**src/dnRegPkg.sv**
```systemverilog
package dnRegPkg;

    // ==============================
    // widths
    // ==============================
    localparam int regAddrW = 16;                  // host register address
    localparam int regDataW = 32;                  // host register data
    localparam int bufAddrW = 64;                  // buffer base address
    localparam int bufSizeW = 24;                  // transfer size
    localparam int dcntW    = 9;                   // full-buffer write-data count

    // ==============================
    // address map
    // ==============================
    localparam int chanBit    = 12;                // channel select
    localparam int ebufBit    = 8;                 // empty-buffer group select
    localparam int wordIdxLsb = 3;                 // 64-bit word spacing
    localparam int wordIdxW   = 2;

    localparam logic [wordIdxW-1:0] addrLoIdx = 2'd0;   // address bits 31..0
    localparam logic [wordIdxW-1:0] addrHiIdx = 2'd1;   // address bits 63..32
    localparam logic [wordIdxW-1:0] ctlIdx    = 2'd2;   // size and control bits
    localparam logic [wordIdxW-1:0] dcntIdx   = 2'd3;   // full buffer only

    // control-word bit positions
    localparam int trigBit = 24;
    localparam int reqBit  = 25;
    localparam int autoBit = 26;

    // the same control word seen by the full-buffer and the empty-buffer group
    typedef union packed {
        struct packed {
            logic [regDataW-autoBit-2:0] rsvd;     // bits 31..27
            logic                        autoFlag; // auto read mode
            logic                        req;      // read request pulse
            logic                        trig;     // read trigger pulse
            logic [bufSizeW-1:0]         size;
        } fbuf;
        struct packed {
            logic [regDataW-trigBit-2:0] rsvd;     // bits 31..25
            logic                        trig;     // write trigger pulse
            logic [bufSizeW-1:0]         size;
        } ebuf;
    } regWord_u;

endpackage

```
**src/regAccessIf.sv**
```systemverilog
`timescale 1ns/1ns

// one decoded host access, valid in the cycle after the request
interface regAccessIf;

    logic                                  wrEn;    // write strobe
    logic                                  rdEn;    // read strobe
    logic                                  chanSel; // address bit 12
    logic                                  ebufSel; // address bit 8
    logic [dnRegPkg::wordIdxW-1:0]         wordIdx; // word within group
    logic                                  addrHit; // mapped location
    dnRegPkg::regWord_u                    wrWord;  // captured write data

    modport frontEnd (
        output wrEn, rdEn, chanSel, ebufSel, wordIdx, addrHit, wrWord
    );

    modport channel (
        input wrEn, rdEn, chanSel, ebufSel, wordIdx, addrHit, wrWord
    );

endinterface

```
**src/dnRegFrontEnd.sv**
```systemverilog
`timescale 1ns/1ns

module dnRegFrontEnd (
    input  logic                            PCIE_CLK,
    input  logic                            PCIE_RST,
    input  logic                            regWrReq,
    input  logic                            regRdReq,
    input  logic [dnRegPkg::regDataW-1:0]   regWrData,
    input  logic [dnRegPkg::regAddrW-1:0]   regOpAddr,
    output logic                            regWrAck,
    regAccessIf.frontEnd                    acc
);

    logic                          wrEnQ;
    logic                          rdEnQ;
    logic [dnRegPkg::regAddrW-1:0] addrQ;
    dnRegPkg::regWord_u            dataQ;
    logic [dnRegPkg::regAddrW-1:0] spareBits;  // address bits outside the map fields
    logic                          ebufSel;
    logic [dnRegPkg::wordIdxW-1:0] wordIdx;

    // ==============================
    // request capture
    // ==============================
    always_ff @(posedge PCIE_CLK or posedge PCIE_RST) begin
        if (PCIE_RST) begin
            wrEnQ <= 1'b0;
            rdEnQ <= 1'b0;
            addrQ <= '0;
        end else begin
            wrEnQ <= regWrReq;
            rdEnQ <= regRdReq;
            if (regWrReq || regRdReq) begin
                addrQ <= regOpAddr;               // held until the next request
            end
        end
    end

    always_ff @(posedge PCIE_CLK) begin
        if (regWrReq) begin
            dataQ <= regWrData;
        end
    end

    // ==============================
    // address decode
    // ==============================
    assign ebufSel = addrQ[dnRegPkg::ebufBit];
    assign wordIdx = addrQ[dnRegPkg::wordIdxLsb +: dnRegPkg::wordIdxW];

    always_comb begin
        spareBits = addrQ;
        spareBits[dnRegPkg::chanBit] = 1'b0;
        spareBits[dnRegPkg::ebufBit] = 1'b0;
        spareBits[dnRegPkg::wordIdxLsb +: dnRegPkg::wordIdxW] = '0;
    end

    assign acc.wrEn    = wrEnQ;
    assign acc.rdEn    = rdEnQ;
    assign acc.chanSel = addrQ[dnRegPkg::chanBit];
    assign acc.ebufSel = ebufSel;
    assign acc.wordIdx = wordIdx;
    assign acc.wrWord  = dataQ;
    // empty-buffer group has no count word
    assign acc.addrHit = (spareBits == '0) && !(ebufSel && (wordIdx == dnRegPkg::dcntIdx));

    always_ff @(posedge PCIE_CLK or posedge PCIE_RST) begin
        if (PCIE_RST) begin
            regWrAck <= 1'b0;
        end else begin
            regWrAck <= wrEnQ;                    // every write acked, mapped or not
        end
    end

endmodule

```
**src/dnChannelRegs.sv**
```systemverilog
`timescale 1ns/1ns

module dnChannelRegs #(
    parameter int chanId = 0
) (
    input  logic                            PCIE_CLK,
    input  logic                            PCIE_RST,
    regAccessIf.channel                     acc,
    input  logic [dnRegPkg::dcntW-1:0]      fbufWrDcnt,
    output logic                            fbufRdReq,
    output logic                            fbufRdTrig,
    output logic [dnRegPkg::bufAddrW-1:0]   fbufRdAddr,
    output logic [dnRegPkg::bufSizeW-1:0]   fbufRdSize,
    output logic                            fbufRdAuto,
    output logic                            ebufWrTrig,
    output logic [dnRegPkg::bufAddrW-1:0]   ebufWrAddr,
    output logic [dnRegPkg::bufSizeW-1:0]   ebufWrSize,
    output logic [dnRegPkg::regDataW-1:0]   rdWord
);

    logic                       chanHit;     // mapped access for this channel
    logic                       fbufWr;
    logic                       ebufWr;
    logic                       ctlWord;
    logic [dnRegPkg::dcntW-1:0] dcntQ;

    assign chanHit = acc.addrHit && (acc.chanSel == 1'(chanId));
    assign fbufWr  = acc.wrEn && chanHit && !acc.ebufSel;
    assign ebufWr  = acc.wrEn && chanHit && acc.ebufSel;
    assign ctlWord = (acc.wordIdx == dnRegPkg::ctlIdx);

    // ==============================
    // full-buffer read group
    // ==============================
    always_ff @(posedge PCIE_CLK or posedge PCIE_RST) begin
        if (PCIE_RST) begin
            fbufRdAddr <= '0;
            fbufRdSize <= '0;
            fbufRdAuto <= 1'b0;
        end else if (fbufWr) begin
            case (acc.wordIdx)
                dnRegPkg::addrLoIdx: begin
                    fbufRdAddr[dnRegPkg::regDataW-1:0] <= acc.wrWord;
                end
                dnRegPkg::addrHiIdx: begin
                    fbufRdAddr[dnRegPkg::bufAddrW-1:dnRegPkg::regDataW] <= acc.wrWord;
                end
                dnRegPkg::ctlIdx: begin
                    fbufRdSize <= acc.wrWord.fbuf.size;
                    fbufRdAuto <= acc.wrWord.fbuf.autoFlag;
                end
                default: begin
                    fbufRdAuto <= fbufRdAuto;   // count word is read only
                end
            endcase
        end
    end

    // ==============================
    // empty-buffer write group
    // ==============================
    always_ff @(posedge PCIE_CLK or posedge PCIE_RST) begin
        if (PCIE_RST) begin
            ebufWrAddr <= '0;
            ebufWrSize <= '0;
        end else if (ebufWr) begin
            case (acc.wordIdx)
                dnRegPkg::addrLoIdx: begin
                    ebufWrAddr[dnRegPkg::regDataW-1:0] <= acc.wrWord;
                end
                dnRegPkg::addrHiIdx: begin
                    ebufWrAddr[dnRegPkg::bufAddrW-1:dnRegPkg::regDataW] <= acc.wrWord;
                end
                default: begin
                    ebufWrSize <= acc.wrWord.ebuf.size;   // only ctlIdx reaches here
                end
            endcase
        end
    end

    // one-cycle pulses, in step with the write ack
    always_ff @(posedge PCIE_CLK or posedge PCIE_RST) begin
        if (PCIE_RST) begin
            fbufRdReq  <= 1'b0;
            fbufRdTrig <= 1'b0;
            ebufWrTrig <= 1'b0;
        end else begin
            fbufRdReq  <= fbufWr && ctlWord && acc.wrWord.fbuf.req;
            fbufRdTrig <= fbufWr && ctlWord && acc.wrWord.fbuf.trig;
            ebufWrTrig <= ebufWr && ctlWord && acc.wrWord.ebuf.trig;
        end
    end

    // count is free running in the buffer, so sample it every cycle
    always_ff @(posedge PCIE_CLK or posedge PCIE_RST) begin
        if (PCIE_RST) begin
            dcntQ <= '0;
        end else begin
            dcntQ <= fbufWrDcnt;
        end
    end

    // ==============================
    // readback
    // ==============================
    always_comb begin
        rdWord = '0;
        if (chanHit && !acc.ebufSel) begin
            case (acc.wordIdx)
                dnRegPkg::addrLoIdx: rdWord = fbufRdAddr[dnRegPkg::regDataW-1:0];
                dnRegPkg::addrHiIdx: rdWord = fbufRdAddr[dnRegPkg::bufAddrW-1:dnRegPkg::regDataW];
                dnRegPkg::ctlIdx:    rdWord = {fbufRdAuto, fbufRdSize};  // auto at bit 24
                default:             rdWord = {{(dnRegPkg::regDataW-dnRegPkg::dcntW){1'b0}}, dcntQ};
            endcase
        end else if (chanHit) begin
            case (acc.wordIdx)
                dnRegPkg::addrLoIdx: rdWord = ebufWrAddr[dnRegPkg::regDataW-1:0];
                dnRegPkg::addrHiIdx: rdWord = ebufWrAddr[dnRegPkg::bufAddrW-1:dnRegPkg::regDataW];
                default:             rdWord = {{(dnRegPkg::regDataW-dnRegPkg::bufSizeW){1'b0}}, ebufWrSize};
            endcase
        end
    end

endmodule

```
**src/dnRegReadback.sv**
```systemverilog
`timescale 1ns/1ns

module dnRegReadback (
    input  logic                            PCIE_CLK,
    input  logic                            PCIE_RST,
    input  logic                            rdEn,
    input  logic [dnRegPkg::regDataW-1:0]   rdWord0,
    input  logic [dnRegPkg::regDataW-1:0]   rdWord1,
    output logic [dnRegPkg::regDataW-1:0]   regRdData,
    output logic                            regRdAck
);

    logic [4:0] rdEnDly;   // ack latency stages

    // ==============================
    // read data
    // ==============================
    // a channel not addressed drives zero, so OR merges cleanly
    always_ff @(posedge PCIE_CLK or posedge PCIE_RST) begin
        if (PCIE_RST) begin
            regRdData <= '0;
        end else begin
            regRdData <= rdWord0 | rdWord1;   // tracks the captured address
        end
    end

    // ==============================
    // read acknowledge
    // ==============================
    always_ff @(posedge PCIE_CLK or posedge PCIE_RST) begin
        if (PCIE_RST) begin
            rdEnDly <= '0;
        end else begin
            rdEnDly <= {rdEnDly[3:0], rdEn};
        end
    end

    assign regRdAck = rdEnDly[4];   // request + 6

endmodule

```
**src/dnRegTop.sv**
```systemverilog
`timescale 1ns/1ns

module dnRegTop (
    input  logic                            PCIE_CLK,
    input  logic                            PCIE_RST,
    // host register port
    input  logic                            regWrReq,
    input  logic                            regRdReq,
    input  logic [dnRegPkg::regDataW-1:0]   regWrData,
    input  logic [dnRegPkg::regAddrW-1:0]   regOpAddr,
    output logic                            regWrAck,
    output logic                            regRdAck,
    output logic [dnRegPkg::regDataW-1:0]   regRdData,
    // channel 0
    output logic                            dn0FbufRdReq,
    output logic                            dn0FbufRdTrig,
    output logic [dnRegPkg::bufAddrW-1:0]   dn0FbufRdAddr,
    output logic [dnRegPkg::bufSizeW-1:0]   dn0FbufRdSize,
    output logic                            dn0FbufRdAuto,
    input  logic [dnRegPkg::dcntW-1:0]      dn0FbufWrDcnt,
    output logic                            dn0EbufWrTrig,
    output logic [dnRegPkg::bufAddrW-1:0]   dn0EbufWrAddr,
    output logic [dnRegPkg::bufSizeW-1:0]   dn0EbufWrSize,
    // channel 1
    output logic                            dn1FbufRdReq,
    output logic                            dn1FbufRdTrig,
    output logic [dnRegPkg::bufAddrW-1:0]   dn1FbufRdAddr,
    output logic [dnRegPkg::bufSizeW-1:0]   dn1FbufRdSize,
    output logic                            dn1FbufRdAuto,
    input  logic [dnRegPkg::dcntW-1:0]      dn1FbufWrDcnt,
    output logic                            dn1EbufWrTrig,
    output logic [dnRegPkg::bufAddrW-1:0]   dn1EbufWrAddr,
    output logic [dnRegPkg::bufSizeW-1:0]   dn1EbufWrSize
);

    logic [dnRegPkg::regDataW-1:0] rdWord0;
    logic [dnRegPkg::regDataW-1:0] rdWord1;

    regAccessIf acc ();

    dnRegFrontEnd i_frontEnd (
        .PCIE_CLK  (PCIE_CLK),
        .PCIE_RST  (PCIE_RST),
        .regWrReq  (regWrReq),
        .regRdReq  (regRdReq),
        .regWrData (regWrData),
        .regOpAddr (regOpAddr),
        .regWrAck  (regWrAck),
        .acc       (acc.frontEnd)
    );

    // ==============================
    // download channels
    // ==============================
    dnChannelRegs #(.chanId(0)) i_chan0 (
        .PCIE_CLK   (PCIE_CLK),
        .PCIE_RST   (PCIE_RST),
        .acc        (acc.channel),
        .fbufWrDcnt (dn0FbufWrDcnt),
        .fbufRdReq  (dn0FbufRdReq),
        .fbufRdTrig (dn0FbufRdTrig),
        .fbufRdAddr (dn0FbufRdAddr),
        .fbufRdSize (dn0FbufRdSize),
        .fbufRdAuto (dn0FbufRdAuto),
        .ebufWrTrig (dn0EbufWrTrig),
        .ebufWrAddr (dn0EbufWrAddr),
        .ebufWrSize (dn0EbufWrSize),
        .rdWord     (rdWord0)
    );

    dnChannelRegs #(.chanId(1)) i_chan1 (
        .PCIE_CLK   (PCIE_CLK),
        .PCIE_RST   (PCIE_RST),
        .acc        (acc.channel),
        .fbufWrDcnt (dn1FbufWrDcnt),
        .fbufRdReq  (dn1FbufRdReq),
        .fbufRdTrig (dn1FbufRdTrig),
        .fbufRdAddr (dn1FbufRdAddr),
        .fbufRdSize (dn1FbufRdSize),
        .fbufRdAuto (dn1FbufRdAuto),
        .ebufWrTrig (dn1EbufWrTrig),
        .ebufWrAddr (dn1EbufWrAddr),
        .ebufWrSize (dn1EbufWrSize),
        .rdWord     (rdWord1)
    );

    dnRegReadback i_readback (
        .PCIE_CLK  (PCIE_CLK),
        .PCIE_RST  (PCIE_RST),
        .rdEn      (acc.rdEn),
        .rdWord0   (rdWord0),
        .rdWord1   (rdWord1),
        .regRdData (regRdData),
        .regRdAck  (regRdAck)
    );

endmodule

```
**config.mk**
```make
export PLATFORM = sky130hd
export DESIGN_NAME = dnRegTop
export DESIGN_NICKNAME = d
export VERILOG_FILES = /design/src/dnRegPkg.sv /design/src/regAccessIf.sv /design/src/dnRegFrontEnd.sv /design/src/dnChannelRegs.sv /design/src/dnRegReadback.sv /design/src/dnRegTop.sv
export SDC_FILE = /design/constraint.sdc
export NUM_CORES = 1
export LEC_CHECK = 0
export CORE_MARGIN = 10
export CORE_UTILIZATION = 44
export CTS_CLUSTER_DIAMETER = 120
export DETAILED_ROUTE_END_ITERATION = 10
export DONT_BUFFER_PORTS = 1
export MAX_ROUTING_LAYER = met4
export PLACE_DENSITY = 0.61
export SLEW_MARGIN = 25
export SYNTH_ARGS = -nofsm -noshare
export SYNTH_HDL_FRONTEND = slang
export SYNTH_SLANG_ARGS = --single-unit
```
**constraint.sdc**
```tcl
create_clock -name PCIE_CLK -period 32.6 [get_ports PCIE_CLK]
set_clock_uncertainty 0.15 [all_clocks]
set_input_delay 0 -clock PCIE_CLK [delete_from_list [all_inputs] [get_ports PCIE_CLK]]
set_output_delay 0 -clock PCIE_CLK [all_outputs]
set_load 0.05 [all_outputs]
```
# Word level (Yosys, flattened, before mapping)
# Cells that the tools add are included.
# classes
n_eq_ne	3
mux	8
n_bitwise	3
n_reduce_logical	40
# ops
op	n
case mux 32 bit (3 select lines)	2
2-to-1 mux 32 bit	4
case mux 32 bit (2 select lines)	2
OR 32 bit	1
AND reduction 2 bit	12
logical AND 1 bit	22
zero test 16 bit	1
== test 2 bit (second input constant)	2
== test 2 x 1 -> 1 bit (second input constant)	1
zero test 1 bit	2
zero test 2 bit	1
NOT 1 bit	2
OR reduction 2 bit	1
logical OR 1 bit	1
# word_totals
reg_bits	466
in_bits	70
output_inout_bits	394
wordCells	83

# Logic depth before layout (Yosys ltp)
# logic_depth
depth_word	9
ltp_mapped	8
mapped_depth_nobuf	5

# By module
# Synthesis repeated with hierarchy kept, for this count alone.
# hier_totals
hier_cells	1313
hier_area_um2	19960.4
# by_module_without_submodules
mod	n_inst	cells_each	area_per_inst_um2	seq_area_each_um2
dnChannelRegs at i_chan1	1	583	8648.3	4729.5
dnChannelRegs at i_chan0	1	583	8445.6	4729.5
dnRegFrontEnd	1	77	1736.7	1436.4
dnRegReadback	1	70	1129.8	925.9

# Worst setup path after synthesis
# OpenSTA, ideal clock, no wires.
# synth_path
path_type	register to register
start	register i_frontEnd.addrQ[6] (netlist bit)
end	register i_chan1.fbufRdAddr[0] (netlist bit)
setup_ns	0.125
arrival_time_ns	2.335
t_required_ns	32.325
path_slack_ns	29.990
stages_incl_launch_ff	8
path_buffers	2
synth_period_minus_slack_ns	2.610
path_cell_list	dfrtp_1 > nor4_2 > nand2_1 > buf_2 > or4b_4 > nor2_4 > buf_6 > mux2_2
# synth_via
elab_chain_len	6
# synth_rtl
item	line	source
start: declaration	dnRegFrontEnd.sv:16	logic [dnRegPkg::regAddrW-1:0] addrQ;
start signal: assignment	dnRegFrontEnd.sv:34	addrQ <= regOpAddr;
zero test 16 bit	dnRegFrontEnd.sv:65	assign acc.addrHit = (spareBits == '0) && !(ebufSel && (wordIdx == dnRegPkg::dcntIdx));
logical AND 1 bit	dnRegFrontEnd.sv:65	
logical AND 1 bit	dnChannelRegs.sv:27	assign chanHit = acc.addrHit && (acc.chanSel == 1'(chanId));
logical AND 1 bit (2 in series)	dnChannelRegs.sv:28	assign fbufWr = acc.wrEn && chanHit && !acc.ebufSel;
AND reduction 2 bit (no source line)	--	
end signal: indexed assignment	dnChannelRegs.sv:43	fbufRdAddr[dnRegPkg::regDataW-1:0] <= acc.wrWord;
end signal: indexed assignment	dnChannelRegs.sv:46	fbufRdAddr[dnRegPkg::bufAddrW-1:dnRegPkg::regDataW] <= acc.wrWord;
end: declaration	dnChannelRegs.sv:12	output logic [dnRegPkg::bufAddrW-1:0] fbufRdAddr,
# Every way passes these cells.
# A chain may end at the register's enable or synchronous reset.

# Worst setup path after layout
# layout_path
start	register i_frontEnd.addrQ[6] (netlist bit)
end	register i_chan0.ebufWrAddr[15] (netlist bit)
# layout_via
elab_chain_len	6
# layout_rtl
item	line	source
zero test 16 bit	dnRegFrontEnd.sv:65	
logical AND 1 bit	dnRegFrontEnd.sv:65	
logical AND 1 bit	dnChannelRegs.sv:27	
logical AND 1 bit (2 in series)	dnChannelRegs.sv:29	assign ebufWr = acc.wrEn && chanHit && acc.ebufSel;
AND reduction 2 bit (no source line)	--	
end signal: indexed assignment	dnChannelRegs.sv:69	ebufWrAddr[dnRegPkg::regDataW-1:0] <= acc.wrWord;
end signal: indexed assignment	dnChannelRegs.sv:72	ebufWrAddr[dnRegPkg::bufAddrW-1:dnRegPkg::regDataW] <= acc.wrWord;
end: declaration	dnChannelRegs.sv:16	output logic [dnRegPkg::bufAddrW-1:0] ebufWrAddr,
# Every way passes these cells.

==> metrics <==
status finished clean; Post-Route WL 66,700 µm; core area around 44,000 µm²; # fillers about 3,700; endpoints failing hold 0; Max Fclk around 260 MHz; Peak VDD IR approximately 43 µV; leakage around 11 nW; Cell variety after synth 37; Core Rows just under 80; FF+latch count, synth ~470; CP Max Fanout 19; Synthesized Nets around 1,400; clk buf depth 3; gr ovfl total 0; ys flop type dfrtp_1; CTS H-Tree Depth 2; clk_lat worst skew 0.58 ns; Power Total roughly 1.2 mW; CTS Root Cell clkbuf_16; vias in the first global route 13,000; endpoint type of the worst setup path register; crit path time final approximately 3.8 ns; TNS Setup 0 ns; Crit Path Class register to register; Hold Crit Class register to register; nets roughly 1,500; drt via density roughly 5.9; global-route wire length before repair approximately 96,000 µm; cell count after synthesis ~1,400; port bufs 0; Req. time, crit path around 33 ns; CP arrival approximately 4.2 ns; Chip Width roughly 230 µm; Remaining DRCs 0; sequential area share after synthesis 0.603; post-DP HPWL 44,900 µm; TritonCTS buffer count 50; Worst slew margin 0.304; CTS tree done; Final period util 0.118; Total GRT Usage 0.250; Post-synth ARST share 0.931; Die Y roughly 230 µm; Final ANT Viol Nets 0; setup violators final 0; Mean Syn Cell Area 14.4 µm²; max-slew violations 0; Ys Warns 0; Worst Tran Pin Value between 1 and 1.5 ns; Worst setup SP type register; Netlist Area Pre-Place ~20,000 µm²; clk slew on worst S/H paths approximately 0.06 ns; Sink Count around 470; Hold WS slightly below 0.2 ns; largest net degree at the start of global routing 166; initial drt markers roughly 960; Post-CTS Resized 0; Die ar. between 50,000 and 60,000 µm²; TritonRoute pass-1 iters 5; I/O pin count between 400 and 500; Post-synth EDFFs 32; reg2reg setup slack roughly 29 ns; via count between 10,000 and 15,000; area growth from synthesis to layout 18.5%; max cap viols 0; post-DR wirelength/cell 31.6 µm; share of layout cells above drive strength 1 0.313; pwr/cell area 53.0 nW/µm²; Starting Density 0.444; RSZ-0062 raised after global routing false; initial antenna violation count 1; routability cong. 0.847
==> per-stage QoR <==
step                setup WS, ns  area [µm²]   util  cells
floorplan                  20.36       19600      -   1361
global placement           28.55       20100  0.455   1871
detailed placement         28.68       20100  0.456   1873
CTS                        28.69       23200  0.525   2104
global route               28.60       23200  0.527   2107
finish                     28.76       23200  0.527   2108
==> repair_timing <==
| item | CTS | global route |
|---|---|---|
| hold endpoints to repair | 225 | 0 |
| hold buffers | 139 | 0 |
| setup buffers | 0 | 0 |
==> layout by cell type, fill, tap and decap left out, types with 4 or more instances in the layout <==
master | synthesis | routed
nand2_1 | 65 | 64
a21oi_1 | 25 | 25
mux2_1 | 32 | 32
mux2_2 | 338 | 338
o22a_1 | 8 | 8
clkbuf_1 | 61 | 20
buf_16 | 0 | 4
o221ai_1 | 8 | 8
nand3_1 | 6 | 6
clkbuf_16 | 0 | 51
a22oi_1 | 24 | 24
o21ai_0 | 65 | 65
nor3_1 | 4 | 4
edfxtp_1 | 32 | 32
dlygate4sd3_1 | 0 | 137
mux4_2 | 18 | 18
nor2_1 | 39 | 32
dfrtp_1 | 434 | 432
a221o_1 | 12 | 12
clkbuf_8 | 0 | 10
clkinv_2 | 0 | 6
o22ai_1 | 12 | 12
mux2i_1 | 109 | 109
nor2_4 | 4 | 11
buf_4 | 0 | 19
==> cells in the mapped netlist (3+ instances only) <==
cell type	count	area (µm²)
o221ai_1	8	70.1
nor3_1	4	20.0
dfrtp_1	434	10900
buf_2	16	80.1
mux2i_1	109	1090
nor2_4	4	45.0
buf_1	14	52.6
o21ai_0	65	325
mux2_2	338	3810
nand2b_1	3	18.8
o22a_1	8	70.1
o22ai_1	12	75.1
and3b_1	3	26.3
mux2_1	32	360
nor2_1	39	146
mux4_2	18	405
clkbuf_1	61	229
edfxtp_1	32	961
nand3_1	6	30.0
a21oi_1	25	125
buf_6	12	135
a221o_1	12	120
nand2_1	65	244
a22oi_1	24	180
==> flip-flops by register name (all words and copies together), names as in the netlist, 5 cells and up <==
signal                 count
i_readback.rdEnDly         5
i_chan0.dcntQ              9
i_chan0.fbufRdSize        24
i_chan1.dcntQ              9
i_chan1.ebufWrAddr        64
i_chan0.ebufWrSize        24
i_chan1.fbufRdAddr        64
i_chan0.fbufRdAddr        64
i_frontEnd.acc.wrWord     32
i_chan0.ebufWrAddr        64
i_chan1.ebufWrSize        24
i_frontEnd.addrQ          16
i_readback.regRdData      32
i_chan1.fbufRdSize        24
==> critical path, stage by stage (launching register included) <==
cell and delay (ns):
dfrtp_1 0.39, nor4_2 0.58, nand2_1 0.44, or4b_4 0.72, nor2_4 0.56, buf_4 0.48
mux2_2 0.38
==> final cells by class <==
class	count	area [µm²]	share of cell area
Antenna cell	2	5.00	0.000215
Clock buffer	81	1490	0.0641
Clock inverter	11	138	0.00592
Inverter	1	11.3	0.000485
Multi-Input combinational cell	791	7340	0.316
Sequential cell	466	11800	0.509
Tap cell	592	741	0.0319
Timing Repair Buffer	164	1680	0.0722
==> metal layers <==
metal  share of wire  track usage  wire length, µm  up-vias
li1                -            -                -     5187
met1            0.38        0.288            25400     6575
met2            0.49        0.398            32400      534
met3           0.099       0.0916             6630      133
met4           0.034       0.0888             2260        0
met5               0            -                0        -
==> worst paths after layout <==
check / startpoint / endpoint / depth (start not counted)
max: i_frontEnd.addrQ[6] / i_chan0.ebufWrAddr[15] / 6
min: i_readback.rdEnDly[0] / i_readback.rdEnDly[1] / 0
max reg2reg: i_frontEnd.addrQ[6] / i_chan0.ebufWrAddr[15] / 6
min reg2reg: i_readback.rdEnDly[0] / i_readback.rdEnDly[1] / 0
max in group asynchronous: PCIE_RST / i_chan1.fbufRdAddr[2] / 5
min in group asynchronous: PCIE_RST / i_readback.regRdData[31] / 3
==> report_power, final <==
part / leakage (nW) / total, mW / internal [mW] / switching, mW
logic: 3.84 / 0.0537 / 0.0240 / 0.0296
registers: 6.28 / 0.610 / 0.592 / 0.0180
clock network: 0.799 / 0.567 / 0.335 / 0.232
total: 10.9 / 1.23 / 0.951 / 0.280
==> kinds of logic after synthesis <==
kind of cell | Yosys count | share of synthesized area
AND/OR/NAND/NOR | 139 | 0.0331
buffers and inverters | 104 | 0.0255
AO/OA/AOI/OAI | 155 | 0.0497
multiplexers | 497 | 0.289
flip-flops | 466 | 0.603
Note: power is estimated with default switching activity, not from simulation.
